## config.mk

```make
export PLATFORM = sky130hd
export DESIGN_NAME = execCore
export DESIGN_NICKNAME = d
export VERILOG_FILES = /design/src/hdl/tomasuloPkg.sv /design/src/hdl/resStation.sv /design/src/hdl/execUnit.sv /design/src/hdl/reorderBuf.sv /design/src/hdl/execCore.sv
export SDC_FILE = /design/constraint.sdc
export NUM_CORES = 2
export LEC_CHECK = 0
export ABC_AREA = 1
export BUFFER_PORTS_ARGS = -buffer_cell sky130_fd_sc_hd__buf_2
export CAP_MARGIN = 15
export CORE_MARGIN = 8
export CORE_UTILIZATION = 60
export DETAILED_ROUTE_END_ITERATION = 7
export PLACE_DENSITY = 0.74
export SLEW_MARGIN = 10
export SYNTH_ARGS = -nofsm -noshare
export SYNTH_HDL_FRONTEND = slang
export SYNTH_SLANG_ARGS = --single-unit
```

## constraint.sdc

```tcl
create_clock -name clk -period 15.3 [get_ports clk]
set_input_delay 3.06 -clock clk [delete_from_list [all_inputs] [get_ports clk]]
set_output_delay 3.06 -clock clk [all_outputs]
set_load 0.02 [all_outputs]
```

## src/hdl/tomasuloPkg.sv

```systemverilog
package tomasuloPkg;

    localparam int DataW = 32;
    localparam int NickW = 3;
    localparam int RobDepth = 2 ** NickW; // one entry per nick, so the tag wraps with the buffer.
    localparam int RsDepth = 4;

    localparam logic Jump = 1'b1;
    localparam logic NotJump = 1'b0;

    typedef logic [DataW-1:0] dataT;
    typedef logic [DataW-1:0] addrT;
    typedef logic [NickW-1:0] nickT;
    typedef logic [$clog2(RsDepth)-1:0] rsIdxT;

    typedef enum logic [4:0] {
        OpLui, // upper immediate and jumps.
        OpAuipc,
        OpJal,
        OpJalr,
        OpBeq, // branches.
        OpBne,
        OpBlt,
        OpBge,
        OpBltu,
        OpBgeu,
        OpAddi, // immediate ALU ops.
        OpSlti,
        OpSltiu,
        OpXori,
        OpOri,
        OpAndi,
        OpSlli,
        OpSrli,
        OpSrai,
        OpAdd, // register ALU ops.
        OpSub,
        OpSll,
        OpSlt,
        OpSltu,
        OpXor,
        OpSrl,
        OpSra,
        OpOr,
        OpAnd
    } opT;

endpackage

```

## src/hdl/resStation.sv

```systemverilog
`timescale 1ns/100ps

module resStation (
    input  logic              clk,
    input  logic              rst,
    input  logic              rdy,
    input  logic              disp,
    input  tomasuloPkg::opT   dispOp,
    input  tomasuloPkg::addrT dispPc,
    input  tomasuloPkg::dataT dispImm,
    input  tomasuloPkg::nickT dispNick,
    input  logic              dispRs1Busy,
    input  tomasuloPkg::dataT dispRs1Val,
    input  tomasuloPkg::nickT dispRs1Nick,
    input  logic              dispRs2Busy,
    input  tomasuloPkg::dataT dispRs2Val,
    input  tomasuloPkg::nickT dispRs2Nick,
    input  logic              robRs1Done,
    input  tomasuloPkg::dataT robRs1Val,
    input  logic              robRs2Done,
    input  tomasuloPkg::dataT robRs2Val,
    input  logic              cdbEn,
    input  tomasuloPkg::nickT cdbNick,
    input  tomasuloPkg::dataT cdbData,
    output tomasuloPkg::nickT robRs1Nick,
    output tomasuloPkg::nickT robRs2Nick,
    output logic              rsFull,
    output logic              issue,
    output tomasuloPkg::opT   issueOp,
    output tomasuloPkg::addrT issuePc,
    output tomasuloPkg::dataT issueImm,
    output tomasuloPkg::nickT issueNick,
    output tomasuloPkg::dataT issueRs1,
    output tomasuloPkg::dataT issueRs2
);
    import tomasuloPkg::*;

    logic  valid [RsDepth];
    rsIdxT age [RsDepth]; // number of younger entries still waiting.
    opT    op [RsDepth];
    addrT  pc [RsDepth];
    dataT  imm [RsDepth];
    nickT  nick [RsDepth];
    logic  busy1 [RsDepth];
    logic  busy2 [RsDepth];
    nickT  tag1 [RsDepth];
    nickT  tag2 [RsDepth];
    dataT  val1 [RsDepth];
    dataT  val2 [RsDepth];

    rsIdxT issueIdx;
    rsIdxT freeIdx;
    logic [$clog2(RsDepth):0] freeCnt;
    logic  rs1Hit, rs2Hit;
    logic  rs1Wait, rs2Wait;

    function automatic dataT pickOperand(logic busy, dataT dispVal, logic cdbHit,
                                         dataT busVal, dataT robVal);
        if (!busy) return dispVal;
        if (cdbHit) return busVal; // producer is on the bus right now.
        return robVal;
    endfunction

    assign robRs1Nick = dispRs1Nick;
    assign robRs2Nick = dispRs2Nick;
    assign rs1Hit = cdbEn && dispRs1Nick == cdbNick;
    assign rs2Hit = cdbEn && dispRs2Nick == cdbNick;
    assign rs1Wait = dispRs1Busy && !rs1Hit && !robRs1Done;
    assign rs2Wait = dispRs2Busy && !rs2Hit && !robRs2Done;

    always_comb begin
        issue = 1'b0;
        issueIdx = '0;
        freeIdx = '0;
        freeCnt = '0;
        for (int i = RsDepth - 1; i >= 0; i--) begin
            if (!valid[i]) begin
                freeIdx = rsIdxT'(i); // lowest free slot wins.
                freeCnt = freeCnt + 1'b1;
            end
        end
        for (int i = 0; i < RsDepth; i++) begin
            if (valid[i] && !busy1[i] && !busy2[i] && (!issue || age[i] > age[issueIdx])) begin
                issue = 1'b1;
                issueIdx = rsIdxT'(i);
            end
        end
    end

    assign rsFull = freeCnt == '0;
    assign issueOp = op[issueIdx];
    assign issuePc = pc[issueIdx];
    assign issueImm = imm[issueIdx];
    assign issueNick = nick[issueIdx];
    assign issueRs1 = val1[issueIdx];
    assign issueRs2 = val2[issueIdx];

    always_ff @(posedge clk) begin
        if (rst) begin
            for (int i = 0; i < RsDepth; i++) begin
                valid[i] <= 1'b0;
                age[i] <= '0;
            end
        end else if (rdy) begin
            for (int i = 0; i < RsDepth; i++) begin
                if (valid[i]) begin
                    if (issue && rsIdxT'(i) == issueIdx) valid[i] <= 1'b0;
                    age[i] <= age[i] + rsIdxT'(disp) - rsIdxT'(issue && age[i] > age[issueIdx]);
                    if (cdbEn && busy1[i] && tag1[i] == cdbNick) begin
                        busy1[i] <= 1'b0;
                        val1[i] <= cdbData;
                    end
                    if (cdbEn && busy2[i] && tag2[i] == cdbNick) begin
                        busy2[i] <= 1'b0;
                        val2[i] <= cdbData;
                    end
                end
            end
            if (disp) begin
                valid[freeIdx] <= 1'b1;
                age[freeIdx] <= '0;
                op[freeIdx] <= dispOp;
                pc[freeIdx] <= dispPc;
                imm[freeIdx] <= dispImm;
                nick[freeIdx] <= dispNick;
                busy1[freeIdx] <= rs1Wait;
                busy2[freeIdx] <= rs2Wait;
                tag1[freeIdx] <= dispRs1Nick;
                tag2[freeIdx] <= dispRs2Nick;
                val1[freeIdx] <= pickOperand(dispRs1Busy, dispRs1Val, rs1Hit, cdbData, robRs1Val);
                val2[freeIdx] <= pickOperand(dispRs2Busy, dispRs2Val, rs2Hit, cdbData, robRs2Val);
            end
        end
    end

    dispNotFull: assert property (@(posedge clk) disable iff (rst) disp |-> rdy && !rsFull);
    issueOperandsKnown: assert property (@(posedge clk) disable iff (rst)
        issue |-> valid[issueIdx] && !busy1[issueIdx] && !busy2[issueIdx]);

endmodule

```

## src/hdl/execUnit.sv

```systemverilog
`timescale 1ns/100ps

module execUnit (
    input  logic              clk,
    input  logic              rst,
    input  logic              rdy,
    input  logic              issue,
    input  tomasuloPkg::opT   issueOp,
    input  tomasuloPkg::addrT issuePc,
    input  tomasuloPkg::dataT issueImm,
    input  tomasuloPkg::nickT issueNick,
    input  tomasuloPkg::dataT issueRs1,
    input  tomasuloPkg::dataT issueRs2,
    output logic              cdbEn,
    output tomasuloPkg::nickT cdbNick,
    output tomasuloPkg::dataT cdbData,
    output logic              cdbJump,
    output tomasuloPkg::addrT cdbJumpPc
);
    import tomasuloPkg::*;

    dataT resData;
    logic resJump;
    addrT resTarget;
    dataT jalrSum;

    assign jalrSum = issueRs1 + issueImm;

    always_comb begin
        resData = '0;
        resJump = NotJump;
        resTarget = issuePc + issueImm; // shared by JAL and every taken branch.
        case (issueOp)
            OpLui: resData = issueImm;
            OpAuipc: resData = issuePc + issueImm;
            OpJal: begin
                resData = issuePc + 32'd4;
                resJump = Jump;
            end
            OpJalr: begin
                resData = issuePc + 32'd4;
                resJump = Jump;
                resTarget = {jalrSum[31:1], 1'b0};
            end
            OpBeq: resJump = issueRs1 == issueRs2 ? Jump : NotJump;
            OpBne: resJump = issueRs1 != issueRs2 ? Jump : NotJump;
            OpBlt: resJump = $signed(issueRs1) < $signed(issueRs2) ? Jump : NotJump;
            OpBge: resJump = $signed(issueRs1) >= $signed(issueRs2) ? Jump : NotJump;
            OpBltu: resJump = issueRs1 < issueRs2 ? Jump : NotJump;
            OpBgeu: resJump = issueRs1 >= issueRs2 ? Jump : NotJump;
            OpAddi: resData = issueRs1 + issueImm;
            OpSlti: resData = dataT'($signed(issueRs1) < $signed(issueImm));
            OpSltiu: resData = dataT'(issueRs1 < issueImm);
            OpXori: resData = issueRs1 ^ issueImm;
            OpOri: resData = issueRs1 | issueImm;
            OpAndi: resData = issueRs1 & issueImm;
            OpSlli: resData = issueRs1 << issueImm[4:0]; // only five bits of shift on 32-bit data.
            OpSrli: resData = issueRs1 >> issueImm[4:0];
            OpSrai: resData = dataT'($signed(issueRs1) >>> issueImm[4:0]);
            OpAdd: resData = issueRs1 + issueRs2;
            OpSub: resData = issueRs1 - issueRs2;
            OpSll: resData = issueRs1 << issueRs2[4:0];
            OpSlt: resData = dataT'($signed(issueRs1) < $signed(issueRs2));
            OpSltu: resData = dataT'(issueRs1 < issueRs2);
            OpXor: resData = issueRs1 ^ issueRs2;
            OpSrl: resData = issueRs1 >> issueRs2[4:0];
            OpSra: resData = dataT'($signed(issueRs1) >>> issueRs2[4:0]);
            OpOr: resData = issueRs1 | issueRs2;
            OpAnd: resData = issueRs1 & issueRs2;
            default: resData = '0;
        endcase
    end

    always_ff @(posedge clk) begin
        if (rst) begin
            cdbEn <= 1'b0;
        end else if (rdy) begin
            cdbEn <= issue; // held while frozen, consumed on the next live edge.
        end
    end

    always_ff @(posedge clk) begin
        if (rdy && issue) begin
            cdbNick <= issueNick;
            cdbData <= resData;
            cdbJump <= resJump;
            cdbJumpPc <= resTarget;
        end
    end

    cdbFollowsIssue: assert property (@(posedge clk) disable iff (rst)
        rdy && !issue |=> !cdbEn);

endmodule

```

## src/hdl/reorderBuf.sv

```systemverilog
`timescale 1ns/100ps

module reorderBuf (
    input  logic              clk,
    input  logic              rst,
    input  logic              rdy,
    input  logic              disp,
    input  tomasuloPkg::nickT robRs1Nick,
    input  tomasuloPkg::nickT robRs2Nick,
    input  logic              cdbEn,
    input  tomasuloPkg::nickT cdbNick,
    input  tomasuloPkg::dataT cdbData,
    input  logic              cdbJump,
    input  tomasuloPkg::addrT cdbJumpPc,
    output tomasuloPkg::nickT dispNick,
    output logic              robFull,
    output logic              robRs1Done,
    output tomasuloPkg::dataT robRs1Val,
    output logic              robRs2Done,
    output tomasuloPkg::dataT robRs2Val,
    output logic              commit,
    output tomasuloPkg::nickT commitNick,
    output tomasuloPkg::dataT commitData,
    output logic              commitJump,
    output tomasuloPkg::addrT commitJumpPc
);
    import tomasuloPkg::*;

    logic done [RobDepth];
    dataT data [RobDepth];
    logic jump [RobDepth];
    addrT jumpPc [RobDepth];

    nickT head;
    nickT tail;
    logic [NickW:0] count;

    assign dispNick = tail;
    assign robFull = count == RobDepth;

    // lookups only ever name allocated producers.
    assign robRs1Done = done[robRs1Nick];
    assign robRs1Val = data[robRs1Nick];
    assign robRs2Done = done[robRs2Nick];
    assign robRs2Val = data[robRs2Nick];

    assign commit = rdy && count != '0 && done[head];
    assign commitNick = head;
    assign commitData = data[head];
    assign commitJump = jump[head];
    assign commitJumpPc = jumpPc[head];

    always_ff @(posedge clk) begin
        if (rst) begin
            head <= '0;
            tail <= '0;
            count <= '0;
            for (int i = 0; i < RobDepth; i++) begin
                done[i] <= 1'b0;
            end
        end else if (rdy) begin
            if (disp) begin
                done[tail] <= 1'b0;
                tail <= tail + 1'b1;
            end
            if (cdbEn) begin
                done[cdbNick] <= 1'b1;
            end
            if (commit) begin
                head <= head + 1'b1;
            end
            count <= count + (NickW + 1)'(disp) - (NickW + 1)'(commit);
        end
    end

    always_ff @(posedge clk) begin
        if (rdy && cdbEn) begin
            data[cdbNick] <= cdbData;
            jump[cdbNick] <= cdbJump;
            jumpPc[cdbNick] <= cdbJumpPc;
        end
    end

    // an entry is written once, and only between its dispatch and its commit.
    cdbHitsLiveEntry: assert property (@(posedge clk) disable iff (rst)
        rdy && cdbEn |-> nickT'(cdbNick - head) < count && !done[cdbNick]);
    commitOnlyDone: assert property (@(posedge clk) disable iff (rst)
        commit |=> !rdy || $past(count) != '0 && $past(done[head]));

endmodule

```

## src/hdl/execCore.sv

```systemverilog
`timescale 1ns/100ps

module execCore (
    input  logic              clk,
    input  logic              rst,
    input  logic              rdy,
    input  logic              disp,
    input  tomasuloPkg::opT   dispOp,
    input  tomasuloPkg::addrT dispPc,
    input  tomasuloPkg::dataT dispImm,
    input  logic              dispRs1Busy,
    input  tomasuloPkg::dataT dispRs1Val,
    input  tomasuloPkg::nickT dispRs1Nick,
    input  logic              dispRs2Busy,
    input  tomasuloPkg::dataT dispRs2Val,
    input  tomasuloPkg::nickT dispRs2Nick,
    output tomasuloPkg::nickT dispNick,
    output logic              full,
    output logic              commit,
    output tomasuloPkg::nickT commitNick,
    output tomasuloPkg::dataT commitData,
    output logic              commitJump,
    output tomasuloPkg::addrT commitJumpPc
);
    import tomasuloPkg::*;

    nickT robRs1Nick, robRs2Nick;
    logic robRs1Done, robRs2Done;
    dataT robRs1Val, robRs2Val;
    logic rsFull, robFull;
    logic issue;
    opT   issueOp;
    addrT issuePc;
    dataT issueImm, issueRs1, issueRs2;
    nickT issueNick;
    logic cdbEn, cdbJump;
    nickT cdbNick;
    dataT cdbData;
    addrT cdbJumpPc;

    assign full = rsFull || robFull;

    resStation resStation_inst (
        .clk, .rst, .rdy, .disp, .dispOp, .dispPc, .dispImm, .dispNick,
        .dispRs1Busy, .dispRs1Val, .dispRs1Nick, .dispRs2Busy, .dispRs2Val, .dispRs2Nick,
        .robRs1Done, .robRs1Val, .robRs2Done, .robRs2Val, .cdbEn, .cdbNick, .cdbData,
        .robRs1Nick, .robRs2Nick, .rsFull, .issue, .issueOp, .issuePc, .issueImm,
        .issueNick, .issueRs1, .issueRs2
    );

    execUnit execUnit_inst (
        .clk, .rst, .rdy, .issue, .issueOp, .issuePc, .issueImm, .issueNick,
        .issueRs1, .issueRs2, .cdbEn, .cdbNick, .cdbData, .cdbJump, .cdbJumpPc
    );

    reorderBuf reorderBuf_inst (
        .clk, .rst, .rdy, .disp, .robRs1Nick, .robRs2Nick, .cdbEn, .cdbNick, .cdbData,
        .cdbJump, .cdbJumpPc, .dispNick, .robFull, .robRs1Done, .robRs1Val, .robRs2Done,
        .robRs2Val, .commit, .commitNick, .commitData, .commitJump, .commitJumpPc
    );

endmodule

```

# Word-level counts from Yosys, hierarchy flattened
# Memory sizes are Yosys's and may differ from the RTL's. A register that Yosys moved wholly into a read port is not among the register bits.
# Index checks and enable logic that the tools add are counted.
[word_totals] regBits=76 ramBits=1116 input_bits=145 output_inout_bits=73 word_cells=360 memories=16
[memory_table] name="reorderBuf_inst.data" words=8 width=32 rd=3 rd_ports_with_merged_regs=1 wr=1 line="reorderBuf.sv:30" text="dataT data [RobDepth];"
[memory_table] name="reorderBuf_inst.jumpPc" words=8 width=32 rd=1 rd_ports_with_merged_regs=1 wr=1 line="reorderBuf.sv:32" text="addrT jumpPc [RobDepth];"
[memory_table] name="resStation_inst.imm" words=4 width=32 rd=1 rd_ports_with_merged_regs=0 wr=1 line="resStation.sv:42" text="dataT imm [RsDepth];"
[memory_table] name="resStation_inst.pc" words=4 width=32 rd=1 rd_ports_with_merged_regs=0 wr=1 line="resStation.sv:41" text="addrT pc [RsDepth];"
[memory_table] name="resStation_inst.val1" words=4 width=32 rd=1 rd_ports_with_merged_regs=0 wr=5 line="resStation.sv:48" text="dataT val1 [RsDepth];"
[memory_table] name="resStation_inst.val2" words=4 width=32 rd=1 rd_ports_with_merged_regs=0 wr=5 line="resStation.sv:49" text="dataT val2 [RsDepth];"
[memory_table] name="+10 memories"
[op_classes] add_sub_neg=20 n_lt_le_gt_ge=13 eq_ne=44 shifts=6 muxes=166 n_bitwise=14 reduce_logical=73
[op_table] op="$pmux W32 S22" count=1
[op_table] op="$mux W32" count=15
[op_table] op="$lt A32 B32 Y1" count=4
[op_table] op="$mux W1" count=126
[op_table] op="$add A32 B32 Y32" count=3
[op_table] op="$eq A5 B5 Y1 const B" count=13
[op_table] op="$and A32 B32 Y32" count=2
[op_table] op="$ge A32 B32 Y1" count=2
[op_table] op="$or A32 B32 Y32" count=2
[op_table] op="$shl A32 B5 Y32" count=2
[op_table] op="$shr A32 B5 Y32" count=2
[op_table] op="$sshr A32 B5 Y32" count=2
[op_table] op="$xor A32 B32 Y32" count=2
[op_table] op="$logic_and A1 B1 Y1" count=45
[op_table] op="$eq A5 B4 Y1 const B" count=8
[op_table] op="$mux W3" count=13
[op_table] op="$add A32 B3 Y32 const B" count=1
[op_table] op="$eq A32 B32 Y1" count=1
[op_table] op="$ne A32 B32 Y1" count=1
[op_table] op="$sub A32 B32 Y32" count=1
[op_table] op="$eq A3 B3 Y1" count=10
[op_table] op="$eq A5 B3 Y1 const B" count=4
[op_table] op="$mux W2" count=10
[op_table] op="$logic_not A1 Y1" count=15
[op_table] op="other kinds (22)" count=51

# Longest topological paths before layout
# An unclocked memory read counts as a cell.
[depth] depth_word=27 depth_mapped=59 mapped_depth_nobuf=55

# Cells and area by module
# Synthesis repeated with hierarchy kept, for this count alone.
[hier_totals] cells_unflattened=8946 area_unflattened_um2=73405.4
[by_module_without_submodules] mod="resStation" instances=1 cells_per_inst=2506 area_per_inst_um2=26820.7 seq_area_each_um2=17536.8
[by_module_without_submodules] mod="reorderBuf" instances=1 cells_per_inst=2484 area_per_inst_um2=25381.8 seq_area_each_um2=16035.4
[by_module_without_submodules] mod="execUnit" instances=1 cells_per_inst=3953 area_per_inst_um2=21191.6 seq_area_each_um2=2062.0
[by_module_without_submodules] mod="execCore" instances=1 cells_per_inst=3 area_per_inst_um2=11.3 seq_area_each_um2=0.0

# Worst setup path after synthesis
# Ideal clock, no wire load.
[synth_timing] path_kind="input-to-reg" from="input port rdy" to="memory resStation_inst.busy2[1], enable pin" setup_ps=515 t_arrival_ps=10932 required_ps=14785 path_slack_ps=3853 cell_stages=9 path_buffers=3 cell_sequence="clkbuf_1 > nand2_1 > nor2_1 > inv_1 > nor3_1 > inv_1 > clkbuf_1 > clkbuf_1 > o41ai_1"
[synth_rtl] element="start: declaration" line="execCore.sv:6" text="input logic rdy,"
[synth_rtl] element="end: declaration" line="resStation.sv:45" text="logic busy2 [RsDepth];"

==> results_dict.tcl <==
set metrics [dict create \
    synth-seq-cells 1198 \
    crit_path_start "resStation_inst.age[0][1]" \
    status "complete, but fails checks" \
    hold_buffers 0 \
    fin_skew_ns 0.0672 \
    cp.arrival_ns 11.31 \
    ff2ff_path_depth 44 \
    synth_compound_area_share_pct 17.7 \
    core_area_um2 118000 \
    fin_setup_tns_ns 0 \
    worstPathMaxFanout 56 \
    cp.depth 44 \
    setup_ws_ns 4.49 \
    hp-class "flop to flop" \
    async_flop_share_pct 0 \
    die_x_um 360 \
    drt-vias-per-instance 6.84 \
    fin_crit_ns 10.81 \
    min_path_cells 2 \
    gr-total-overflow 0 \
    critPathCaptureType "flop" \
    synth_cell_types 66 \
    p_leak_nw 30.0 \
    die_h_um 360 \
    critPathKind "flop to flop" \
    dpl_worst_slack_ns 4.82 \
    drc 19 \
    yosysWarnings 0 \
    worstSkewPairLatency_ns 0.80 \
    num_io_pins 218 \
    critPathMostFrequentCell "nand2_1" \
    synth-simple-area-share_pct 21.2 \
    regArea_um2 35600 \
    routedWlPerCell_um 30.0 \
    num_rows 126 \
    path_delay_family "simple AND/OR/NAND/NOR gates" \
    synth_top_area_share_pct 49.2 \
    clock_path_buffers 3 \
    rsz0062_at_grt "false" \
    grt_pass1_vias 63300 \
    hold_violations 0 \
    grt_antenna_before_repair 21 \
    tightest_slew_ns 1.46 \
    violations "DRC" \
    syn-num-nets 8688 \
    synth_edf_count 1164 \
    netlist_area_um2 71100 \
    required_ns 15.80 \
    cts_max_level 3 \
    synth-xor-area-share_pct 1.24 \
    area_growth_pct 8.83 \
    path_buf_inv 7 \
    min_period_over_period_pct 70.6 \
    start_util_pct 60.4 \
    drv_slew 0 \
    slowest_delay_ns 0.76 \
    gr-usage-all-layers_pct 43.9 \
    yosys.area_share.adder_pct 3.52 \
    wl_um 300000 \
    cts_root_buffer "clkbuf_16" \
    vias 68400 \
    drt_iter0_markers 12400 \
    postPlaceCellArea_um2 73400 \
    grt_pass1_wl_um 424000 \
    clock.fmax_ghz 0.0925 \
    start_kind "flop" \
    power_per_cell_area_nw_per_um2 99.6 \
    io_buffers 217 \
    cap_viol_max_count 0 \
    dp_hpwl_um 208000 \
    synthMuxAreaShare_pct 0.0141 \
    gp_congestion 1.10 \
    reg2reg_from "resStation_inst.age[0][1]" \
    synth_top_area_cell "edfxtp_1" \
    stdcell_area_um2 77400 \
    synth_top_family_by_area "simple AND/OR/NAND/NOR gates" \
    peakVddDrop_uv 161 \
    slew_headroom_pct 2.49 \
    ys.flop_type "edfxtp_1" \
    grt_max_degree 178 \
    cts-resized-gates 0 \
    clock_sinks 1198 \
    cts_tree "yes" \
    clk_pin_slew_ns 0.07 \
    seq_area_frac_synth_pct 50.1 \
    layout-drive-gt1-share_pct 8.84 \
    nets 8696 \
    setup_violations 0 \
    cts_buffers 118 \
    syn_avg_cell_area_um2 8.52 \
    cts_setup_buffers 0 \
    first_pass_iters 8 \
    synth_area_leaders "edfxtp_1, nand2_1, o21ai_0" \
    num-fill-cells 9435 \
    slowest_stage "inv_2" \
    multi_input_comb_area_um2 31300 \
    syn_inst 8346 \
    power_mw 7.70 \
    worstHoldStart "resStation_inst.age[1][0]" \
    die_area_um2 130000 \
    postRouteAntennaNets 0 \
]
[layout make-up]
class                   instances  share of cell area (%)
diodes                         10                  0.0323
clock buffers                 151                    4.06
clock inverters                69                   0.948
inverters                     614                    3.00
multi-input cells            6045                    40.4
flip-flops and latches       1198                    46.1
well taps                    1536                    2.48
repair buffers                377                    3.00
[metrics by stage]
step	util [%]	hold WS (ns)	instances
floorplan	-	0.451	8346
global placement	62.3	0.473	9765
detailed placement	62.3	0.482	9765
CTS	65.6	0.490	9985
global route	65.7	0.516	9997
finish	65.7	0.494	10000
[state kept, by name (all words and copies together) (netlist names), 4 cells and up, named ones only]
signal	count
reorderBuf_inst.jump	8
resStation_inst.val2	128
resStation_inst.pc	128
resStation_inst.busy2	4
reorderBuf_inst.done	8
execUnit_inst.cdbJumpPc	32
resStation_inst.busy1	4
resStation_inst.valid	4
reorderBuf_inst.data	256
resStation_inst.op	20
resStation_inst.val1	128
reorderBuf_inst.jumpPc	256
resStation_inst.nick	12
resStation_inst.age	8
execUnit_inst.cdbData	32
reorderBuf_inst.count	4
resStation_inst.tag2	12
resStation_inst.tag1	12
resStation_inst.imm	128
[synthesized netlist by cell type (10+ instances only)]
master,count
nand2_1,1704
edfxtp_1,1164
o21ai_0,1014
nor2_1,783
nand3_1,711
inv_1,585
a21oi_1,533
clkbuf_1,344
ha_1,192
o211ai_1,184
o22ai_1,131
a31oi_1,118
nor3_1,91
buf_2,83
xor2_1,83
nand4_1,81
or2_2,46
a22o_1,45
o21ai_1,45
a221oi_1,43
dfxtp_1,34
buf_4,28
buf_1,24
inv_2,22
nand3b_1,18
xnor2_1,18
o21bai_1,17
nor2_2,15
o2111ai_1,14
nand2_2,13
nor4_1,11
buf_6,10
o21a_1,10
[metal layers]
metal | global-route usage, % | vias up | wire length, um
met1 | 54.3 | 31800 | 102000
li1 | - | 29500 | -
met3 | 13.9 | 1310 | 44500
met5 | 0 | - | 131
met4 | 31.6 | 18 | 27700
met2 | 65.1 | 5778 | 126000
[cell families (layout without fill, tap and decap cells)]
family,count (synthesis),count (layout)
AO/OA/AOI/OAI,2220,2220
adder cells (fa/ha/maj),197,197
other,0,10
buffers and inverters,1103,1211
XOR/XNOR,101,101
flip-flops,1198,1198
multiplexers,1,1
AND/OR/NAND/NOR,3526,3526
[power by group]
group | internal (mW) | total, mW | switching, mW
Clock | 1.63 | 2.98 | 1.34
Combinational | 0.269 | 1.08 | 0.806
Sequential | 3.62 | 3.65 | 0.0299
Total | 5.52 | 7.70 | 2.18
[final timing paths]
| path | endpoint | slack [ns] |
|---|---|---|
| setup / recovery | execUnit_inst.cdbData[12] | 4.49 |
| hold reg to reg | resStation_inst.age[1][0] | 0.49 |
| hold / removal | resStation_inst.age[1][0] | 0.49 |
| setup reg to reg | execUnit_inst.cdbData[12] | 4.49 |
[worst reg2reg max path: cells and delay by family, from the launching register on]
family          cells  cell delay (ns)
buf+inv             7             2.25
xor+xnor            1             0.23
fa+ha+maj           5             1.64
compound gates      7             1.84
flops               1             0.37
simple gates       24             4.20
[cells in the final DEF (no fill, tap or decap), types with 15 or more instances in the layout]
cell type  count
a31oi_1      118
o21ai_0     1010
o211ai_1     184
ha_1         192
a21oi_1      533
clkinv_2      21
clkbuf_1      22
a221oi_1      43
inv_1        575
nand3_1      709
nor3_1        81
buf_2        214
nand3b_1      18
xor2_1        83
nand2_2       16
clkinv_1      30
or2_2         46
nand2_1     1700
o21ai_1       45
a22o_1        45
nor2_2        15
nor3_2        18
inv_2         25
o21bai_1      17
xnor2_1       18
nor2_1       776
nand4_1       81
edfxtp_1    1164
dfxtp_1       32
clkbuf_16    118
o22ai_1      131
buf_4        157
Note: power is estimated with default switching activity, not from simulation.
